<file path="config.mk">
export PLATFORM = sky130hd
export DESIGN_NAME = shift_acc
export DESIGN_NICKNAME = d
export VERILOG_FILES = /design/src/rtl/mvu_dp_pkg.sv /design/src/rtl/shift_acc.sv
export SDC_FILE = /design/constraint.sdc
export NUM_CORES = 1
export LEC_CHECK = 0
export ABC_AREA = 1
export BUFFER_PORTS_ARGS = -buffer_cell sky130_fd_sc_hd__buf_2
export CELL_PAD_IN_SITES_DETAIL_PLACEMENT = 0
export CELL_PAD_IN_SITES_GLOBAL_PLACEMENT = 1
export CORE_MARGIN = 1
export CORE_UTILIZATION = 47
export DETAILED_ROUTE_END_ITERATION = 10
export PLACE_DENSITY = 0.95
export REMOVE_ABC_BUFFERS = 1
export SLEW_MARGIN = 10
export SYNTH_ARGS = -nofsm -noshare
export SYNTH_HDL_FRONTEND = slang
export SYNTH_SLANG_ARGS = --single-unit
</file>
<file path="constraint.sdc">
create_clock -name mvu_ext -period 5.4 [get_ports mvu_ext]
set_input_delay 0.54 -clock mvu_ext [delete_from_list [all_inputs] [get_ports mvu_ext]]
set_output_delay 0.54 -clock mvu_ext [all_outputs]
set_load 0.01 [all_outputs]
</file>
<file path="src/rtl/mvu_dp_pkg.sv">
package mvu_dp_pkg;

    localparam int LANES = 8;                       // Vector length and bit-plane width

    // Latencies along the datapath
    localparam int MEM_RD_LATENCY = 1;
    localparam int VVP_STAGES     = 1;

    typedef logic [LANES-1:0] plane_t;              // One bit-plane of a vector

    // Popcount of LANES bits plus a sign bit
    typedef logic signed [$clog2(LANES + 1):0] term_t;

    typedef logic signed [23:0] acc_t;              // Accumulator and dot product

    typedef struct packed {
        logic valid;                                // Term in this slot is real
        logic neg;                                  // Subtract the term
        logic ilast;                                // Last input bit of a weight bit
        logic rlast;                                // Last term of a row
    } pipe_ctrl_t;

endpackage

</file>
<file path="src/rtl/shift_acc.sv">
`timescale 1ns/1ps

module shift_acc import mvu_dp_pkg::*; (
    input  logic       mvu_ext,
    input  logic       rst_n,
    input  term_t      term,
    input  pipe_ctrl_t ctrl,
    output acc_t       result,
    output logic       result_valid
);

    acc_t inner_acc;                                // Horner sum over input bits
    acc_t outer_acc;                                // Horner sum over weight bits
    acc_t inner_next;
    acc_t outer_next;

    // Terms arrive MSB first, so each level doubles before it adds
    assign inner_next = (inner_acc <<< 1) + acc_t'(term);
    assign outer_next = (outer_acc <<< 1) + inner_next;

    always_ff @(posedge mvu_ext) begin
        if (!rst_n) begin
            inner_acc    <= '0;
            outer_acc    <= '0;
            result_valid <= 1'b0;
        end else begin
            result_valid <= ctrl.valid && ctrl.rlast;
            if (ctrl.valid) begin
                if (ctrl.ilast) begin
                    inner_acc <= '0;
                    outer_acc <= ctrl.rlast ? '0 : outer_next;  // Next row starts clean
                end else begin
                    inner_acc <= inner_next;
                end
            end
        end
    end

    always_ff @(posedge mvu_ext) begin
        if (ctrl.valid && ctrl.rlast) begin
            result <= outer_next;
        end
    end

endmodule

</file>
==> impl_metrics.toml, run 1 <==
[outcome]
status = "finished, final reports clean"

[synthesis]
yosysWarnings = 0
synth_flop_cell = "dfxtp_1"
postSynthAreaPerCell_um2 = 6.39
syn_area_um2 = 5560
ys_seq_elements = 71
yosysSeqAreaShare = 0.299
syn_inst = 870
async_flop_share = 0
synth_edf_count = 24
netlist-cell-type-count = 28

[sta]
skew_ns = 0.00876
worst_pin_slew_ns = 0.961
rsz0062_at_grt = "no"
relSlewSlack = 0.359
finalSetupTns_ns = 0
max_freq_ghz = 0.269
min_period_over_period = 0.689
final_max_slew_viol_count = 0
fin_crit_ns = 3.72
setup-violations-final = 0
hold_viol = 0

[global_routing]
first_global_vias = 5058
grt.overflow.total = 0
grt_first_pass_wirelength_um = 23600
grt_start_max_net_pins = 48
antenna_found_initial = 0
gr-usage-all-layers = 0.241

[final_layout]
fill_cells = 1184
finish.utilization = 0.538
seq_area_um2 = 1660
finalInstanceArea_um2 = 6170
fin_nets = 964
multiInputGateArea_um2 = 3340
drive_gt1_frac = 0.0703
num_antenna_cells = 0
syn_to_final_growth_pct = 10.9

[route]
wire_per_inst_um = 13.1
wirelength_um = 13800
viasPerCell = 5.00
remaining_drc_errors = 0
firstDrtPassIters = 5
drt_iter0_markers = 243
ant_nets = 0
vias = 5261

[place]
place_congestion = 0.900
dpl-instance-area_um2 = 5880
place.detailed.hpwl_um = 10700
io_buffer_count = 34

[clock_network]
numCtsBuffers = 9
postCtsSetupBuffers = 0
cts_max_level = 3
cts.reportedPaths.clkPinSlew_ns = 0.06
cts_resized = 0
cts.sinks = 71
cts_buffer_depth = 2
cts_root_buffer = "clkbuf_16"
postCtsHoldBufs = 0
insertion_delay_ns = 0.34
cts_tree = "yes"

[floorplanning]
fp.dieW_um = 111
fp.dieH_um = 111
rows = 39
start_util = 0.485
ios = 36
core_area_um2 = 11500
dieArea_um2 = 12300

[job]
cap_violations = 0

[worst_setup_path]
arrival_ns = 3.81
cpPeakStageDelay_ns = 0.38
crit_type = "in -> reg"
path_common_cell = "nand2_1"
critical_path_peak_fanout = 20
crit_slowest_cell = "buf_2"
r2r_slack_ns = 1.87
cp_cell_sequence = "buf_2, ha_1, nand2_1, inv_1, a21oi_1, nand3_1, or2_2, and2_1, ha_1, nand2_1, nor2_1, and3_1, nand2_1, nand2_1, nand2_1, nand2_1, nand3b_1, nand2_1"
cp-start-kind = "input pin"
critPathCaptureType = "flip-flop"
required_ns = 5.49

[power]
p_total_w = 0.00167
ir_drop_v = 0.000188
p_leak_nw = 3.22
power_density_nw_per_um2 = 270

[hold_path]
min_path_type = "in -> reg"
[logic make-up after synthesis]
group / Yosys count / share of synthesized area
compound gates: 81 / 0.0756
xor+xnor: 16 / 0.0252
fa+ha+maj: 48 / 0.111
buf+inv: 147 / 0.100
flops: 71 / 0.299
simple gates: 507 / 0.390
[per-layer routing]
metal	routed length, um	GRT usage	vias to the layer above	share of wire
li1	-	-	2826	-
met1	6690	0.310	2334	0.48
met2	6340	0.413	84	0.46
met3	517	0.0410	17	0.037
met4	275	0.0702	0	0.020
met5	0	0	-	0
[layout by cell type, fill, tap and decap left out, types with 4 or more instances in the layout]
cell type | netlist | routed
a21oi_1 | 73 | 73
and2_1 | 30 | 30
buf_2 | 4 | 34
clkbuf_16 | 0 | 9
dfxtp_1 | 47 | 47
edfxtp_1 | 24 | 24
ha_1 | 46 | 46
inv_1 | 134 | 134
nand2_1 | 329 | 329
nand3_1 | 66 | 66
nand3b_1 | 11 | 11
nand4_1 | 7 | 7
nor2_1 | 47 | 47
or2_2 | 4 | 4
xor2_1 | 13 | 13
[worst paths after layout]
check | start | end | depth (start not counted)
worst max-delay path | term[4] | result[23]$_DFFE_PP_ | 18
worst min-delay path | term[0] | result[0]$_DFFE_PP_ | 1
worst max register to register | inner_acc[0]$_SDFFE_PN0P_ | result[23]$_DFFE_PP_ | 22
worst min register to register | inner_acc[4]$_SDFFE_PN0P_ | inner_acc[4]$_SDFFE_PN0P_ | 2
[stage by stage]
stage | setup slack, ns | hold slack [ns] | std cells
final | 1.68 | 0.408 | 1053
after global routing | 1.39 | 0.414 | 1053
after CTS | 1.71 | 0.402 | 1053
after detailed placement | 1.36 | 0.461 | 1037
after global placement | 1.34 | 0.460 | 1037
after floorplan | 2.22 | 0.449 | 857
[state kept, by name (all words and copies together) (netlist names)]
signal,flops
result,24
inner_acc,23
outer_acc,23
result_valid,1
[report_power, final]
| group | switching (W) | internal (W) |
|---|---|---|
| clock | 0.000240 | 0.000358 |
| combinational | 0.000296 | 0.000161 |
| sequential | 0.0000144 | 0.000599 |
[worst max-delay path: cells and delay by family]
family,cells,cell delay (ns)
buffers and inverters,2,0.44
AO/OA/AOI/OAI,1,0.24
adder cells (fa/ha/maj),2,0.73
AND/OR/NAND/NOR,13,1.84
[cell type report]
class,count,share of cell area
tap,143,0.0290
inverter,134,0.0815
clock buffer,11,0.0377
multi-input combinational,652,0.542
clock inverter,5,0.00933
timing repair buffer,37,0.0312
sequential,71,0.269
[cell usage after synthesis (all sizes together), types with 5 or more instances]
cell type,count,area (um^2)
nand2,332,1250
inv,134,503
a21oi,75,383
nand3,67,340
nor2,50,195
dfxtp,47,941
ha,46,576
and2,30,188
edfxtp,24,721
xor2,13,114
nand3b,11,82.6
clkbuf,8,30.0
nand4,7,43.8
buf,5,23.8
Note: power is estimated with default switching activity, not from simulation.
==> inputs of run 2 (changes only) <==
--- a/config.mk
+++ b/config.mk
@@ -5,14 +5,14 @@
 export SDC_FILE = /design/constraint.sdc
 export NUM_CORES = 1
 export LEC_CHECK = 0
-export ABC_AREA = 1
+export ABC_AREA = 0
 export BUFFER_PORTS_ARGS = -buffer_cell sky130_fd_sc_hd__buf_2
 export CELL_PAD_IN_SITES_DETAIL_PLACEMENT = 0
 export CELL_PAD_IN_SITES_GLOBAL_PLACEMENT = 1
 export CORE_MARGIN = 1
-export CORE_UTILIZATION = 47
+export CORE_UTILIZATION = 42
 export DETAILED_ROUTE_END_ITERATION = 10
-export PLACE_DENSITY = 0.95
+export PLACE_DENSITY = 0.85
 export REMOVE_ABC_BUFFERS = 1
 export SLEW_MARGIN = 10
 export SYNTH_ARGS = -nofsm -noshare
==> constraint.sdc (replaced) <==
create_clock -name mvu_ext -period 3 [get_ports mvu_ext]
set_input_delay 0.3 -clock mvu_ext [delete_from_list [all_inputs] [get_ports mvu_ext]]
set_output_delay 0.3 -clock mvu_ext [all_outputs]
set_load 0.01 [all_outputs]
==> run 2 against run 1 <==
The run now ends with negative setup slack left. Design area rose by 10%. Die area is 8.0% lower. Clock-buffer cell count increased by 4. Clock power is 17% higher. Worst setup slack worse by 2.4 ns. Routed wire length rose by 1.3%. Synthesized cell count down 44%. Synthesized area down 18%. Final cell count decreased by 23%. Critical endpoint is now outer_acc[22]$_SDFFE_PN0P_.
==> impl_metrics.toml, run 2 <==
[outcome]
status = "finished, violations left"
violations = "negative setup slack"

[route]
remaining_drc_errors = 0
ant_nets = 0
drt_iter0_markers = 280
wirelength_um = 14000
wire_per_inst_um = 17.4
viasPerCell = 5.57
firstDrtPassIters = 5
vias = 4493

[worst_setup_path]
crit_slowest_cell = "dfxtp_2"
cpLargestDelayFamily = "compound AO/OA/AOI/OAI gates"
cp-start-kind = "flip-flop"
arrival_ns = 4.02
required_ns = 3.26
crit_type = "reg -> reg"
cp_num_buf_inv = 3
critical_path_peak_fanout = 5
crit_start = "inner_acc[0]$_SDFFE_PN0P_"
critPathCaptureType = "flip-flop"
r2r_start = "inner_acc[0]$_SDFFE_PN0P_"
cpPeakStageDelay_ns = 0.35
cp_cell_sequence = "ha_4, inv_2, fa_2, nor2b_2, o31a_1, o211ai_1, a21oi_2, o211ai_1, a21o_1, and2_4, ha_4, buf_4, buf_4, nand2_1, o21ai_2, nand3_1, a21oi_1, a211oi_2, xnor2_1, a22o_1"

[sta]
hold_viol = 0
fin_crit_ns = 3.76
holdWs_ns = 0.145
rsz0062_at_grt = "yes"
max_freq_ghz = 0.266
setup-violations-final = 29
relSlewSlack = 0.364
finalSetupTns_ns = -15.93
skew_ns = 0.0189
final_max_slew_viol_count = 0
setup_slack_ns = -0.763
worst_pin_slew_ns = 0.952
min_period_over_period = 1.25

[final_layout]
num_antenna_cells = 0
regMostFlops = "result"
syn_to_final_growth_pct = 49.2
drive_gt1_frac = 0.422
fill_cells = 726
fin_nets = 724
largest_reg_flops = 24
largest_registers = "result: 24 flops, inner_acc: 23 flops, outer_acc: 23 flops"
final_cell_count_no_fill = 806
final_common_cell = "buf_4"
mostFrequentLayoutCells = "125 x buf_4, 46 x dfxtp_1, 36 x ha_1"

[hold_path]
min_path_type = "in -> reg"
hold_path_startpoint = "term[0]"

[clock_network]
cts_tree = "yes"
cts.sinks = 71
cts.reportedPaths.clkPinSlew_ns = 0.08
insertion_delay_ns = 0.36
postCtsHoldBufs = 0
cts_buffer_depth = 2
numCtsBuffers = 9
cts_max_level = 3
cts_root_buffer = "clkbuf_8"

[floorplanning]
fp.dieH_um = 106
fp.dieW_um = 106
core_area_um2 = 10400
dieArea_um2 = 11300
start_util = 0.438
rows = 37
ios = 36

[synthesis]
yosys.area.top_type = "dfxtp_1"
syn_area_um2 = 4560
synth_edf_count = 24
ys_seq_elements = 71
async_flop_share = 0
netlist-cell-type-count = 47
yosysWarnings = 0
postSynthAreaPerCell_um2 = 9.30
yosysMostFrequentCell = "a21oi_1"
yosysSeqAreaShare = 0.364
synth_flop_cell = "dfxtp_1"
syn_inst = 491
synth_top_area_share = 0.206
synth_area_leaders = "dfxtp_1 21%, edfxtp_1 16%, ha_1 13%"
synth_commonest_cells = "54 x a21oi_1, 47 x dfxtp_1, 46 x ha_1"

[global_routing]
grt.overflow.total = 0
first_global_vias = 4161
grt_start_max_net_pins = 25
antenna_found_initial = 0
gr-usage-all-layers = 0.222
grt_first_pass_wirelength_um = 19800

[power]
p_total_w = 0.00316
power_density_nw_per_um2 = 465
p_leak_nw = 3.03
ir_drop_v = 0.000279

[job]
cap_violations = 0

[place]
placedCellCount = 763
place.detailed.hpwl_um = 8800
place_congestion = 0.867
io_buffer_count = 34
run 2: cell type report:
class                   count  area [um^2]  share of cell area
clock buffers              15          166              0.0244
inverters                  11         41.3             0.00606
well taps                 136          170              0.0250
clock inverters             1         5.00            0.000735
repair buffers            182         1380               0.202
flip-flops and latches     71         1660               0.244
multi-input cells         390         3390               0.497
run 2: repair_timing:
| item | CTS | global route |
|---|---|---|
| cloned | 0 | 0 |
| endpoints found under the setup margin | 30 | 31 |
| gates resized for setup | 75 | 70 |
| setup buffers | 14 | 17 |
| endpoints found under the hold margin | 0 | 0 |
| pin swaps | 54 | 66 |
run 2: kinds of logic after synthesis:
logic type               share of synthesized area
AO/OA/AOI/OAI                                0.257
AND/OR/NAND/NOR                              0.142
flip-flops                                   0.364
adder cells (fa/ha/maj)                      0.135
XOR/XNOR                                    0.0729
buffers and inverters                       0.0247
multiplexers                               0.00439
run 2: power breakdown:
group	leakage, nW	internal (W)	switching [W]
Clock	0.0877	0.000346	0.000351
Combinational	2.33	0.000671	0.000675
Sequential	0.608	0.00109	0.0000346
run 2: path summary, 6_finish.rpt:
check	slack [ns]	cells past startpoint	end
worst max-delay path	-0.76	20	outer_acc[22]$_SDFFE_PN0P_
worst min-delay path	0.15	1	result[0]$_DFFE_PP_
worst max register to register	-0.76	20	outer_acc[22]$_SDFFE_PN0P_
worst min register to register	0.49	1	outer_acc[20]$_SDFFE_PN0P_
run 2: layer usage:
metal  vias to the layer above  share of wire  global-route usage
li1                       2165              -                   -
met1                      2156           0.44               0.295
met2                       142           0.49               0.365
met3                        30          0.045              0.0331
met4                         0          0.022              0.0784
met5                         -              0                   0
run 2: through the flow:
step            util  area (um^2)  worst slack [ns]
2_1_floorplan      -         4490            -0.748
3_3_place_gp   0.551         5740            -0.911
3_5_place_dp   0.551         5740             -1.03
4_1_cts        0.609         6350            -0.726
5_1_grt        0.654         6810            -0.877
6_report       0.654         6810            -0.763
run 2: worst reg2reg max path, stage by stage (launching register included):
cell and delay [ns]:
dfxtp_2 0.35, ha_4 0.14, inv_2 0.04, fa_2 0.34, nor2b_2 0.16, o31a_1 0.17
o211ai_1 0.17, a21oi_2 0.23, o211ai_1 0.14, a21o_1 0.21, and2_4 0.17, ha_4 0.27
buf_4 0.11, buf_4 0.14, nand2_1 0.08, o21ai_2 0.17, nand3_1 0.12, a21oi_1 0.22
a211oi_2 0.07, xnor2_1 0.15, a22o_1 0.21
==> inputs of run 3 (changes only) <==
==> constraint.sdc (replaced) <==
create_clock -name mvu_ext -period 3 [get_ports mvu_ext]
set_input_delay 0.45 -clock mvu_ext [delete_from_list [all_inputs] [get_ports mvu_ext]]
set_output_delay 0.45 -clock mvu_ext [all_outputs]
set_load 0.01 [all_outputs]
==> run 3 against run 2 <==
Critical path depth decreased by 1. Utilization down 0.71 points. Design area decreased by 1.1%. Combinational power shrank 3%. The run still ends with negative setup slack left. Via count grew 0.20%. Global-route usage rose by 0.66 points.
==> impl_metrics.toml, run 3 (synthesis gave the netlist of run 2 again) <==
[global_routing]
gr-usage-all-layers = 0.228
grt_start_max_net_pins = 25
grt_first_pass_wirelength_um = 20500
antenna_found_initial = 0
grt.overflow.total = 0
first_global_vias = 4280

[floorplanning]
fp.dieW_um = 106
start_util = 0.438
fp.dieH_um = 106
core_area_um2 = 10400
ios = 36
dieArea_um2 = 11300
rows = 37

[final_layout]
drive_gt1_frac = 0.416
final_cell_count_no_fill = 795
largest_registers = "result: 24 flops, inner_acc: 23 flops, outer_acc: 23 flops"
fin_nets = 713
largest_reg_flops = 24
syn_to_final_growth_pct = 47.6
mostFrequentLayoutCells = "121 x buf_4, 46 x dfxtp_1, 37 x ha_1"
num_antenna_cells = 0
regMostFlops = "result"
final_common_cell = "buf_4"

[clock_network]
cts.sinks = 71
cts.reportedPaths.clkPinSlew_ns = 0.07
cts_tree = "yes"
cts_max_level = 3
insertion_delay_ns = 0.35
postCtsHoldBufs = 0
cts_root_buffer = "clkbuf_8"
numCtsBuffers = 9
cts_buffer_depth = 2

[route]
ant_nets = 0
wire_per_inst_um = 17.1
wirelength_um = 13600
remaining_drc_errors = 0
drt_iter0_markers = 294
viasPerCell = 5.66
vias = 4502
firstDrtPassIters = 6

[power]
comb_power_share = 0.427
switchingPower_w = 0.00104
p_clk_frac = 0.208
p_leak_nw = 2.98
intPower_w = 0.00203
power_density_nw_per_um2 = 455
p_total_w = 0.00307
seqPwrFrac = 0.365
swShare = 0.338
ir_drop_v = 0.000313

[worst_setup_path]
cp-start-kind = "flip-flop"
arrival_ns = 3.97
critPathCaptureType = "flip-flop"
crit_start = "inner_acc[0]$_SDFFE_PN0P_"
critical_path_peak_fanout = 3
r2r_start = "inner_acc[0]$_SDFFE_PN0P_"
required_ns = 3.23
crit_type = "reg -> reg"

[sta]
hold_viol = 0
final_max_slew_viol_count = 0
worst_pin_slew_ns = 0.602
skew_ns = 0.0174
rsz0062_at_grt = "yes"
max_freq_ghz = 0.268
relSlewSlack = 0.599
fin_crit_ns = 3.73
setup_slack_ns = -0.732
holdWs_ns = 0.306
min_period_over_period = 1.24
setup-violations-final = 29

[place]
placedCellCount = 765
io_buffer_count = 34
place.detailed.hpwl_um = 8830
place_congestion = 0.907

[hold_path]
hold_path_startpoint = "term[0]"
min_path_type = "in -> reg"

[outcome]
status = "finished, violations left"
violations = "negative setup slack"

[job]
cap_violations = 0
-- run 3: worst paths after layout --
check                                    end  cells after the start  slack, ns
setup / recovery  outer_acc[20]$_SDFFE_PN0P_                     19      -0.73
hold / removal           result[0]$_DFFE_PP_                      1       0.31
setup reg to reg  outer_acc[20]$_SDFFE_PN0P_                     19      -0.73
hold reg to reg   outer_acc[12]$_SDFFE_PN0P_                      1       0.49
-- run 3: metrics by stage --
step / setup slack (ns) / util / area [um^2] / setup TNS, ns
global placement: -1.05 / 0.553 / 5760 / -22.14
detailed placement: -1.19 / 0.553 / 5760 / -25.13
global route: -0.935 / 0.647 / 6740 / -17.98
finish: -0.732 / 0.647 / 6740 / -13.33
floorplan: -0.891 / - / 4490 / -10.18
CTS: -0.651 / 0.610 / 6360 / -11.24
-- run 3: layout make-up --
| type | instances | area [um^2] |
|---|---|---|
| Timing Repair Buffer | 171 | 1260 |
| Clock inverter | 2 | 8.76 |
| Fill cell | 758 | 3680 |
| Inverter | 11 | 41.3 |
| Clock buffer | 14 | 143 |
| Tap cell | 136 | 170 |
| Multi-Input combinational cell | 390 | 3450 |
| Sequential cell | 71 | 1660 |
-- run 3: critical path, stage by stage (launching register included) --
cell and delay (ns):
dfxtp_2 0.35, ha_4 0.13, inv_2 0.03, fa_2 0.34
nor2b_2 0.15, o31a_1 0.16, o211ai_1 0.16, a21oi_2 0.26
nor2_1 0.10, xnor2_2 0.15, ha_1 0.33, buf_4 0.15
buf_6 0.12, a21o_1 0.14, a21o_1 0.18, a21oi_1 0.15
o21ai_1 0.08, a31oi_1 0.26, xnor2_1 0.14, a22o_1 0.25
-- run 3: repair_timing --
item,CTS,global route
gates cloned,0,0
pin swaps,53,38
setup buffers,9,9
endpoints found under the setup margin,31,34
gates resized for setup,85,69
-- run 3: power by group through the flow --
stage | combinational (W) | sequential [W] | clock [W]
final | 0.00131 | 0.00112 | 0.000637
after CTS | 0.00113 | 0.00112 | 0.000642
after floorplan | 0.000521 | 0.00115 | 0
after global placement | 0.000940 | 0.00114 | 0
after detailed placement | 0.000965 | 0.00114 | 0
after global routing | 0.00140 | 0.00113 | 0.000679
-- run 3: metal layers --
metal / global-route usage / vias to the layer above / routed length (um)
met2: 0.380 / 137 / 6630
met5: 0 / - / 0
li1: - / 2143 / -
met4: 0.0873 / 0 / 345
met3: 0.0270 / 34 / 600
met1: 0.302 / 2188 / 6010
